### config.mk
export PLATFORM = sky130hd
export DESIGN_NAME = gpio_slave
export DESIGN_NICKNAME = d
export VERILOG_FILES = /design/src/hw/bus_pkg.sv /design/src/hw/soc_map_pkg.sv /design/src/hw/gpio_slave.sv
export SDC_FILE = /design/constraint.sdc
export NUM_CORES = 1
export LEC_CHECK = 0
export ABC_AREA = 1
export BUFFER_PORTS_ARGS = -buffer_cell sky130_fd_sc_hd__buf_2
export CORE_UTILIZATION = 48
export CTS_CLUSTER_SIZE = 40
export DETAILED_ROUTE_END_ITERATION = 8
export GPL_ROUTABILITY_DRIVEN = 1
export PLACE_DENSITY = 0.84
export SLEW_MARGIN = 20
export SYNTH_ARGS = -nofsm -noshare
export SYNTH_HDL_FRONTEND = slang
export SYNTH_SLANG_ARGS = --single-unit
### constraint.sdc
create_clock -name clk_i -period 1.9 [get_ports clk_i]
set_input_delay 0.38 -clock clk_i [delete_from_list [all_inputs] [get_ports clk_i]]
set_output_delay 0.38 -clock clk_i [all_outputs]
set_load 0.03 [all_outputs]
### src/hw/bus_pkg.sv
package bus_pkg;

	// width of every data word and byte address on the system bus.
	localparam int BUS_WIDTH = 32;

	// a word holds four bytes, so the two lowest address bits select a byte.
	localparam int BYTE_OFFSET_W = 2;

	typedef logic [BUS_WIDTH-1:0] word_t;
	typedef logic [BUS_WIDTH-1:0] addr_t;

endpackage

### src/hw/soc_map_pkg.sv
package soc_map_pkg;

	typedef logic [1:0] slave_idx_t;
	typedef logic [3:0] region_t;
	typedef logic [1:0] reg_off_t;

	localparam slave_idx_t SLV_SRAM  = 2'd0;
	localparam slave_idx_t SLV_GPIO  = 2'd1;
	localparam slave_idx_t SLV_TIMER = 2'd2;

	// address bits 15 to 12 pick the region, anything above must be zero.
	localparam int REGION_LSB = 12;
	localparam int REGION_MSB = 15;

	localparam region_t REGION_SRAM  = 4'h0;
	localparam region_t REGION_GPIO  = 4'h1;
	localparam region_t REGION_TIMER = 4'h2;

	// register offset inside the gpio and timer slaves.
	localparam int REG_OFF_LSB = 2;
	localparam int REG_OFF_MSB = 3;

	localparam reg_off_t GPIO_OUT  = 2'd0;
	localparam reg_off_t GPIO_IN   = 2'd1;
	localparam reg_off_t TMR_COUNT = 2'd0;
	localparam reg_off_t TMR_CTRL  = 2'd1;

endpackage

### src/hw/gpio_slave.sv
`timescale 1ns/1ps

module gpio_slave
	import bus_pkg::*;
	import soc_map_pkg::*;
(
	input  logic  clk_i,
	input  logic  rst_n_i,
	input  logic  sel_i,
	input  logic  we_i,
	input  addr_t addr_i,
	input  word_t wdata_i,
	input  word_t gpio_in_i,
	output word_t rdata_o,
	output logic  ack_o,
	output word_t gpio_out_o
);

	reg_off_t reg_off;
	logic     access;
	word_t    gpio_meta;
	word_t    gpio_sync;

	assign reg_off = addr_i[REG_OFF_MSB:REG_OFF_LSB];
	assign access  = sel_i & ~ack_o;

	always_ff @(posedge clk_i) begin
		if (!rst_n_i) begin
			ack_o      <= 1'b0;
			gpio_out_o <= '0;
		end else begin
			ack_o <= access;
			if (access && we_i && reg_off == GPIO_OUT) begin
				gpio_out_o <= wdata_i;
			end
		end
	end

	// the input pins are asynchronous, two flops before they reach the bus.
	always_ff @(posedge clk_i) begin
		gpio_meta <= gpio_in_i;
		gpio_sync <= gpio_meta;
		if (access) begin
			case (reg_off)
				GPIO_OUT: rdata_o <= gpio_out_o;
				GPIO_IN:  rdata_o <= gpio_sync;
				default:  rdata_o <= '0;
			endcase
		end
	end

endmodule

# --- After elaboration in Yosys (flattened, before gate mapping) ---
# Cells that the tools add are included.
totals:
  rom_bits: 0
  output_inout_bits: 65
  mem_count: 0
  latchBits: 0
  wordCells: 12
  ramBits: 0
  register_bits: 129
  input_bits: 100
classes:
  n_bitwise: 2
  add_sub_neg: 0
  n_mul: 0
  muxes: 1
  n_shift: 0
  n_lt_le_gt_ge: 0
  n_div: 0
  reduce_logical: 3
  eq_ne: 1
op_table:
  columns: ["op", "n"]
  rows:
  - ["32-bit one-hot mux with 2 select lines", 1]
  - ["2-bit by 1-bit == test with 1-bit output, second input constant", 1]
  - ["1-bit logical AND", 2]
  - ["2-bit logical NOT", 1]
  - ["1-bit bitwise AND", 1]
  - ["1-bit NOT", 1]

# --- Depth between registers and ports, before layout ---
# Gate-level depths: netlist of run 1.
depth:
  depth_word: 4
  mapped_depth: 7
  mapped_depth_nobuf: 5

# --- Least setup slack after synthesis of run 1 ---
# OpenSTA, ideal clock, no wires.
synth_path:
  kind: "register to register"
  from: "reg ack_o"
  to: "reg gpio_out_o[22]"
  period_less_slack_ns: 1.539
  n_path_buf: 1
  required_ns: 1.787
  path_stages_with_launch: 6
  path_slack_ns: 0.361
  setup_ns: 0.113
  arrival_time_ns: 1.425
  path_cell_list: "dfxtp_1 nor2_2 buf_2 nand4_1 nand2_1 nor2_1"
synth_between:
  elab_chain_cells: 4
synth_rtl:
  columns: ["element", "line_no", "text"]
  rows:
  - ["from (decl)", "gpio_slave.sv:15", "output logic ack_o,"]
  - ["from (signal assigned)", "gpio_slave.sv:32", "ack_o <= access;"]
  - ["1-bit NOT", "gpio_slave.sv:25", "assign access = sel_i & ~ack_o;"]
  - ["1-bit bitwise AND", "gpio_slave.sv:25", null]
  - ["net access", "gpio_slave.sv:20", "logic access;"]
  - ["1-bit logical AND (2 in a row)", "gpio_slave.sv:33", "if (access && we_i && reg_off == GPIO_OUT) begin"]
  - ["to (signal assigned)", "gpio_slave.sv:34", "gpio_out_o <= wdata_i;"]
  - ["to (decl)", "gpio_slave.sv:16", "output word_t gpio_out_o"]
# The timed path passes the listed nets, and every way through them passes these cells.
# A chain may end at the register's enable or synchronous reset.

# --- Worst setup path in the final report of run 1 ---
layout_path:
  from: "reg ack_o"
  to: "out ack_o"
# No word-level cell between the ends.

==> results of run 1 <==
[cell families (layout without fill, tap and decap cells)]
logic type | Yosys count | after routing
DFF | 129 | 129
buffers and inverters | 64 | 239
and+or+nand+nor | 229 | 229
[stage by stage]
stage	utilization	worst slack [ps]	cell area [µm²]
after CTS	0.7059	351.7	5917
after global routing	0.7059	301.9	5917
after floorplan	-	361.3	4220
after global placement	0.5881	437.5	4930
after detailed placement	0.5881	328.8	4930
final	0.7059	386.1	5917
[power groups by stage]
| stage | registers (mW) | logic [mW] | clock network, mW |
|---|---|---|---|
| 6_report | 3.01 | 0.554 | 3.55 |
| 4_1_cts | 3.01 | 0.554 | 3.62 |
| 2_1_floorplan | 3.19 | 0.187 | 0 |
| 3_5_place_dp | 3.06 | 0.502 | 0 |
| 3_3_place_gp | 3.06 | 0.492 | 0 |
| 5_1_grt | 3.02 | 0.602 | 3.74 |
[flip-flops by register name, indices dropped and copies added (netlist names)]
name        flops
gpio_sync      32
gpio_out_o     32
rdata_o        32
ack_o           1
gpio_meta      32
[Yosys cell counts, drive strengths merged]
cell / n / area (µm²)
dfxtp: 97 / 1942
and3: 1 / 6.260
nand3: 33 / 170.2
buf: 20 / 137.6
inv: 36 / 135.1
nand2: 96 / 360.4
nor2: 67 / 277.8
edfxtp: 32 / 960.9
nand4: 32 / 200.2
clkbuf: 8 / 30.03
[area by class of cell]
class	count	area, µm²
well taps	105	131.4
multi-input cells	229	1020
clock inverters	11	200.2
fillers	609	2465
clock buffers	20	466.7
inverters	36	135.1
flip-flops and latches	129	2903
repair buffers	172	1061
[final timing paths]
kind         slack (ps)             end  cells past startpoint           from
max                 390           ack_o                      1          ack_o
min                 180           ack_o                      2          sel_i
max reg2reg         610  gpio_out_o[29]                      5          ack_o
min reg2reg         320   gpio_sync[27]                      0  gpio_meta[27]
[repair_timing]
action,4_1_cts,5_1_grt
setup buffers,0,0
hold buffers,32,0
hold endpoints to repair,32,0
gates resized for setup,0,0
endpoints found under the setup margin,0,0
[worst reg2reg max path, stage by stage (launching register included)]
cell and delay (ps):
dfxtp_1 340, inv_1 90, nand3_2 110, nor2_8 420
nor2_1 120, nor2_1 140
[metal layers]
layer | vias to the layer above | wire length [µm] | track usage
li1 | 1678 | - | -
met1 | 1521 | 3790 | 0.2450
met2 | 138 | 5130 | 0.3958
met3 | 8 | 710 | 0.07741
met4 | 0 | 75 | 0.08955
met5 | - | 0 | 0
==> impl_metrics.csv, run 1 <==
group,metric,value,unit
layout,drive_above_1_share,0.2965,
logic_synthesis,synthAdderAreaFrac,0,
sta,rsz0062_at_grt,"false",
power_and_ir_drop,p_int,5.577,mW
sta,setup_viol,0,
logic_synthesis,synth.distinct_cells,17,
critical_path,crit_arrival,1130,ps
global_routing,first_global_vias,3247,
floorplanning,die_w,95.77,µm
drt,via_per_inst,4.765,
floorplanning,coreArea,8382,µm²
critical_path,critPathMaxFanout,3,
critical_path,cp_slowest_cell,"dfxtp_1",
drt,drc,0,
power_and_ir_drop,sw_frac_of_total,0.2153,
job,drv_cap,0,
cts,cts.reportedPaths.clkPinSlew,50,ps
critical_path,slowest_delay,400,ps
logic_synthesis,synth_seq_cells,129,
layout,fin_nets,685,
logic_synthesis,synth_xor_area_frac,0,
layout,area_growth,40.20,%
sta,drv_slew,0,
cts,cts-buffers-inserted,17,
global_routing,grt_max_degree,65,
power_and_ir_drop,power_density,1201,nW/µm²
global_routing,antenna_found_initial,0,
logic_synthesis,ys_seq_area_frac,0.6878,
logic_synthesis,synthSimpleGateAreaFrac,0.2404,
power_and_ir_drop,seqPwrFrac,0.423,
worst_hold_path,hold_class,"in2reg",
sta,tightest_slew,662.6,ps
cts,clk_latency,500,ps
logic_synthesis,synthMuxAreaShare,0,
power_and_ir_drop,total_power,7.107,mW
power_and_ir_drop,max-vdd-ir-drop,776.5,µV
critical_path,path_class,"reg2out",
sta,fin_worst_skew,9.323,ps
sta,holdWs,175.9,ps
logic_synthesis,syn-num-nets,522,
layout,final_cells,702,
placement,dp_hpwl,5.716,mm
layout,diodes,0,
placement,dp_cells,639,
cts,cts_max_level,4,
cts,cts_num_sinks,129,
logic_synthesis,ys_warn_count,0,
drt,drt-total-wl,9.706,mm
sta,max_freq,660.5,MHz
sta,relSlewSlack,0.5583,
logic_synthesis,synth_top_family_by_area,"simple AND/OR/NAND/NOR gates",
power_and_ir_drop,pwr-share-clk,0.499,
drt,first_pass_iters,5,
power_and_ir_drop,p_leak,2.897,nW
drt,drtAntennaViolNets,0,
layout,final_common_cell,"buf_2",
global_routing,grt_overflow_total,0,
sta,hold_viol,0,
critical_path,crit_chain,"buf_2",
cts,cts_tree,"yes",
critical_path,critPathTopFamily,"flip-flops",
logic_synthesis,synth_area,4220,µm²
logic_synthesis,synth-compound-area-share,0,
drt,vias,3345,
power_and_ir_drop,p_sw,1.530,mW
global_routing,grt_first_pass_wirelength,15.00,mm
critical_path,end_kind,"output port",
floorplanning,rows,33,
logic_synthesis,syn_avg_cell_area,10.00,µm²
power_and_ir_drop,power_frac_comb,0.078,
placement,portBuffers,134,
floorplanning,dieArea,9171,µm²
global_routing,grtUsageTotal,0.2238,
floorplanning,initial_core_util,0.5035,
logic_synthesis,synthCells,422,
floorplanning,die_h,95.77,µm
sta,tns,0,ps
drt,routedWlPerCell,13.83,µm
critical_path,cp.buffers_inverters,1,
layout,mostFrequentLayoutCells,"buf_2 (134), dfxtp_1 (97), nand2_1 (96)",
placement,place.gp.congestion,0.7193,
drt,drtIter0Drc,120,
floorplanning,ioPinCount,165,
outcome,outcome,"complete, no violations",
sta,finalCritPeriodShare,0.7968,
cts,clockRootBuffer,"clkbuf_8",
cts,clk_path_buf_depth,2,
sta,layout_min_cycle_time,1514,ps
critical_path,start_kind,"flip-flop",
critical_path,crit_required,1520,ps
No activity file was read; power rests on OpenSTA's default activity.
==> run 2: changes to the inputs <==
Clock period 1.9 ns to 1.4 ns, I/O delays scaled along.
==> run 2 against run 1 <==
Critical endpoint is now gpio_out_o[26]. Final area is 1.4% higher. Critical path type unchanged. Global-route usage hardly changed. Register-to-register slack worse by 310 ps.
==> impl_metrics.csv, run 2 (synthesized netlist as in run 1, its figures left out) <==
group,metric,value,unit
floorplanning,dieArea,9171,µm²
global_routing,first_global_vias,3281,
drt,via_per_inst,4.848,
cts,cts.reportedPaths.clkPinSlew,50,ps
worst_hold_path,hp-start,"sel_i",
layout,ff_latch_area,2904,µm²
critical_path,ff2ff_path_depth,5,
cts,post-cts-setup-buffer-count,0,
drt,first_pass_iters,4,
sta,max_freq,740.5,MHz
cts,cts_tree,"yes",
sta,fin_worst_skew,7.124,ps
critical_path,r2r_start,"ack_o",
layout,fillers,611,
sta,drv_slew,0,
global_routing,grtUsageTotal,0.2240,
sta,tightest_slew,641.8,ps
power_and_ir_drop,p_leak,2.902,nW
global_routing,use_met3,0.07662,
global_routing,antenna_found_initial,2,
critical_path,r2r_slack,300,ps
global_routing,met2_usage,0.3869,
outcome,outcome,"complete, no violations",
sta,finalCritPeriodShare,0.9646,
critical_path,crit_chain,"clkbuf_4",
floorplanning,die_w,95.77,µm
global_routing,use_met1,0.2494,
global_routing,grt_first_pass_wirelength,15.13,mm
floorplanning,initial_core_util,0.5035,
sta,relSlewSlack,0.5721,
critical_path,crit_arrival,1070,ps
drt,routedWlPerCell,13.66,µm
placement,place.gp.congestion,0.7398,
sta,hold_viol,0,
cts,clockRootBuffer,"clkbuf_8",
floorplanning,rows,33,
worst_hold_path,hold_path_depth,2,
global_routing,top_usage_layer,"met2",
sta,layout_min_cycle_time,1350,ps
layout,area_growth,42.16,%
critical_path,crit_required,1120,ps
power_and_ir_drop,power_density,1560,nW/µm²
worst_hold_path,min_to,"ack_o",
cts,clk_path_buf_depth,2,
drt,drtIter0Drc,127,
job,drv_cap,0,
critical_path,start_kind,"flip-flop",
critical_path,critPathTopFamily,"flip-flops",
critical_path,reg2reg_to,"gpio_out_o[5]",
sta,setup_viol,0,
layout,final_cells,710,
critical_path,cp_slowest_cell,"dfxtp_1",
layout,mostFrequentLayoutCells,"buf_2 (114), nand2_1 (96), dfxtp_1 (96)",
critical_path,slowest_delay,370,ps
drt,drtAntennaViolNets,0,
critical_path,end_kind,"output port",
global_routing,grt_max_degree,34,
critical_path,critPathMaxFanout,3,
layout,final_common_cell,"buf_2",
critical_path,cp.buffers_inverters,1,
floorplanning,ioPinCount,165,
cts,cts_num_sinks,129,
layout,drive_above_1_share,0.3018,
drt,drt-total-wl,9.702,mm
cts,cts-buffers-inserted,17,
worst_hold_path,hold_class,"in2reg",
drt,drc,0,
floorplanning,coreArea,8382,µm²
placement,dp_hpwl,5.993,mm
sta,holdWs,84.98,ps
floorplanning,die_h,95.77,µm
placement,dp_cells,644,
layout,fin_nets,690,
layout,multi_input_area,1020,µm²
cts,clk_latency,500,ps
global_routing,grt_overflow_total,0,
critical_path,path_class,"reg2out",
cts,cts_max_level,4,
placement,portBuffers,134,
drt,vias,3442,
power_and_ir_drop,max-vdd-ir-drop,902.1,µV
-- run 2: cell count changes in the layout (fill, tap and decap cells not counted), sizes merged --
| cell | before | now |
|---|---|---|
| clkbuf | 20 | 27 |
| clkinvlp | 2 | 3 |
| diode | 0 | 2 |
| clkinv | 3 | 5 |
| bufinv | 5 | 4 |
| buf | 140 | 137 |
-- run 2: routing by layer --
metal / vias to the layer above / share of wire
met4: 0 / 0.015
met5: - / 0
met3: 14 / 0.066
li1: 1692 / -
met1: 1600 / 0.40
met2: 136 / 0.52
-- run 2: how the worst max path moves through the flow --
stage,startpoint,end,slack (ps),cells after the start
3_3_place_gp,addr_i[3],gpio_out_o[30],190,7
6_report,gpio_out_o[26],gpio_out_o[26],50,1
2_1_floorplan,ack_o,rdata_o[0],60,2
3_5_place_dp,addr_i[3],gpio_out_o[8],150,7
4_1_cts,ack_o,ack_o,8,1
5_1_grt,gpio_out_o[26],gpio_out_o[26],-5,1
-- run 2: layout make-up --
type,count,share of cell area
inverters,36,0.02252
clock inverters,13,0.03107
diodes,2,0.0008342
multi-input cells,229,0.1700
flip-flops and latches,129,0.4840
repair buffers,177,0.1977
clock buffers,19,0.07195
well taps,105,0.02190
-- run 2: repair_timing --
action,in CTS,in global routing
pin swaps,0,0
hold buffers,32,0
resized for setup,1,31
cloned,0,0
endpoints found under the setup margin,1,20
hold endpoints to repair,32,0
-- run 2: report_power, final --
group	switching, mW	internal (mW)
Combinational	0.481	0.302
Sequential	0.0635	4.02
Clock	1.55	2.94
-- run 2: metrics by stage --
step                utilization  worst slack [ps]  cell area [µm²]  TNS (ps)  power [mW]
global route             0.7158            -5.166             6000    -6.624       9.682
detailed placement       0.5971             151.1             5005         0       4.859
CTS                      0.7094             8.064             5946         0       9.400
finish                   0.7158             49.57             6000         0       9.358
global placement         0.5971             185.7             5005         0       4.835
floorplan                     -             63.20             4223         0       4.583
==> run 3: changes to the inputs <==
Settings changed: CELL_PAD_IN_SITES_DETAIL_PLACEMENT set to 1, CELL_PAD_IN_SITES_GLOBAL_PLACEMENT set to 2, CORE_UTILIZATION 48 to 28, PLACE_DENSITY 0.84 to 0.83, REMOVE_ABC_BUFFERS set to 1.
==> run 3 against run 2 <==
The flow now finishes with violations (design-rule violations). Sequential power hardly changed. Utilization fell by 30 points. Worst hold slack better by 81 ps. Setup slack gained 3.0 ps. Cell count is 11% higher. Sequential share of layout area fell by 0.63 points. Maximum frequency rose by 0.23%. Clock power is 0.9% higher. Power grew 0.63%. Die area rose by 70%. Non-clock buffer count rose by 3. Clock skew rose by 1.9 ps. Largest power group unchanged.
==> impl_metrics.csv, run 3 (synthesized netlist as in run 1, its figures left out) <==
group,metric,value,unit
drt,drtIter0Drc,145,
placement,place_ws,94.79,ps
power_and_ir_drop,seqPwrFrac,0.433,
drt,drc,16,
drt,first_pass_iters,7,
layout,fin_nets,693,
critical_path,end_kind,"output port",
layout,area_growth,43.97,%
critical_path,crit_arrival,1070,ps
power_and_ir_drop,total_power,9.417,mW
placement,portBuffers,134,
critical_path,slowest_delay,420,ps
global_routing,antenna_found_initial,1,
cts,clk_latency,410,ps
sta,max_freq,742.2,MHz
global_routing,grtUsageTotal,0.1625,
power_and_ir_drop,p_int,7.177,mW
floorplanning,rows,44,
layout,final_common_cell,"buf_2",
cts,clockRootBuffer,"clkbuf_16",
layout,mostFrequentLayoutCells,"buf_2 (134), dfxtp_1 (97), nand2_1 (96)",
global_routing,grt_first_pass_wirelength,19.14,mm
drt,routedWlPerCell,15.09,µm
critical_path,r2r_start,"ack_o",
drt,met3_length,650,µm
power_and_ir_drop,max-vdd-ir-drop,812.3,µV
cts,cts.reportedPaths.clkPinSlew,60,ps
global_routing,first_global_vias,3717,
sta,relSlewSlack,0.6838,
worst_hold_path,hold_class,"in2reg",
power_and_ir_drop,power_frac_comb,0.085,
critical_path,r2r_slack,190,ps
job,drv_cap,0,
worst_hold_path,min_to,"ack_o",
layout,final_cells,790,
global_routing,grt_overflow_total,0,
power_and_ir_drop,pwr-share-clk,0.481,
sta,fin_ws,52.62,ps
drt,drt-total-wl,11.92,mm
cts,cts_num_sinks,129,
floorplanning,initial_core_util,0.2882,
placement,dp_hpwl,7.560,mm
critical_path,critPathMaxFanout,3,
global_routing,grt_max_degree,33,
power_and_ir_drop,p_sw,2.240,mW
critical_path,ff2ff_path_depth,6,
critical_path,cp_slowest_cell,"dfxtp_1",
cts,cts_max_level,4,
critical_path,start_kind,"flip-flop",
outcome,violations,"design-rule violations",
layout,utilization,0.4149,
sta,tns,0,ps
sta,hold_viol,0,
floorplanning,ioPinCount,165,
critical_path,reg2reg_to,"gpio_out_o[23]",
cts,cts_tree,"yes",
drt,via_per_inst,4.382,
power_and_ir_drop,p_leak,2.947,nW
critical_path,cp.buffers_inverters,1,
drt,m1WireLength,5.081,mm
critical_path,path_class,"reg2out",
cts,cts-buffers-inserted,17,
power_and_ir_drop,sw_frac_of_total,0.2378,
critical_path,crit_chain,"buf_2",
floorplanning,coreArea,14640,µm²
floorplanning,die_h,124.8,µm
drt,top_layer_used,"met5",
critical_path,crit_required,1120,ps
sta,tightest_slew,474.3,ps
sta,rsz0062_at_grt,"false",
floorplanning,die_w,124.8,µm
sta,fin_worst_skew,9.059,ps
floorplanning,dieArea,15570,µm²
drt,vias,3462,
outcome,outcome,"finished, violations left",
layout,diodes,0,
cts,post-cts-setup-buffer-count,0,
drt,met2WireLength,6.028,mm
worst_hold_path,hold_path_depth,2,
sta,finalCritPeriodShare,0.9624,
cts,clk_path_buf_depth,2,
placement,dp_cells,726,
worst_hold_path,hp-start,"sel_i",
placement,place.gp.congestion,0.7195,
power_and_ir_drop,power_density,1550,nW/µm²
layout,drive_above_1_share,0.3069,
sta,setup_viol,0,
drt,drtAntennaViolNets,0,
sta,drv_slew,0,
critical_path,critPathTopFamily,"flip-flops",
sta,layout_min_cycle_time,1347,ps
==> run 3: cell types whose count changed in the layout (fill, tap and decap cells not counted), moves of 4 or more <==
cell / before / now
buf_2: 114 / 134
buf_4: 18 / 8
clkbuf_4: 8 / 0
inv_4: 0 / 5
clkbuf_16: 16 / 20
==> run 3: power groups by stage <==
stage | registers (mW) | clock network [mW] | logic (mW)
floorplan | 4.33 | 0 | 0.189
global placement | 4.15 | 0 | 0.730
detailed placement | 4.16 | 0 | 0.746
finish | 4.08 | 4.53 | 0.805
global route | 4.10 | 4.80 | 0.873
CTS | 4.09 | 4.67 | 0.817
==> run 3: worst max-delay path by stage <==
stage / from / endpoint / slack (ps) / cells after the start
after floorplan: ack_o / gpio_out_o[0] / -910 / 4
after global placement: addr_i[2] / gpio_out_o[22] / 130 / 6
after detailed placement: addr_i[2] / gpio_out_o[7] / 90 / 6
after CTS: ack_o / ack_o / 30 / 1
after global routing: ack_o / ack_o / 20 / 1
final: ack_o / ack_o / 50 / 1
==> run 3: metal layers <==
layer	vias to the layer above	GRT usage
li1	1697	-
met1	1649	0.1834
met2	98	0.2875
met3	16	0.04639
met4	2	0.06391
met5	-	0
==> run 3: metrics by stage <==
step,area [µm²],hold WS [ps]
floorplan,4053,307.7
global placement,5139,311.1
detailed placement,5139,313.5
CTS,6076,145.7
global route,6076,161.5
finish,6076,166.0
==> run 3: what timing repair did <==
action,CTS,global route
resized for setup,0,0
endpoints found under the hold margin,32,0
hold buffers,32,0
==> run 3: layout make-up <==
type                            instances  area (µm²)
Sequential cell                       129        2903
Clock buffer                           22       528.0
Tap cell                              184       230.2
Timing Repair Buffer                  180        1171
Multi-Input combinational cell        229        1020
Fill cell                            1691        8568
Clock inverter                         10       88.84
Inverter                               36       135.1
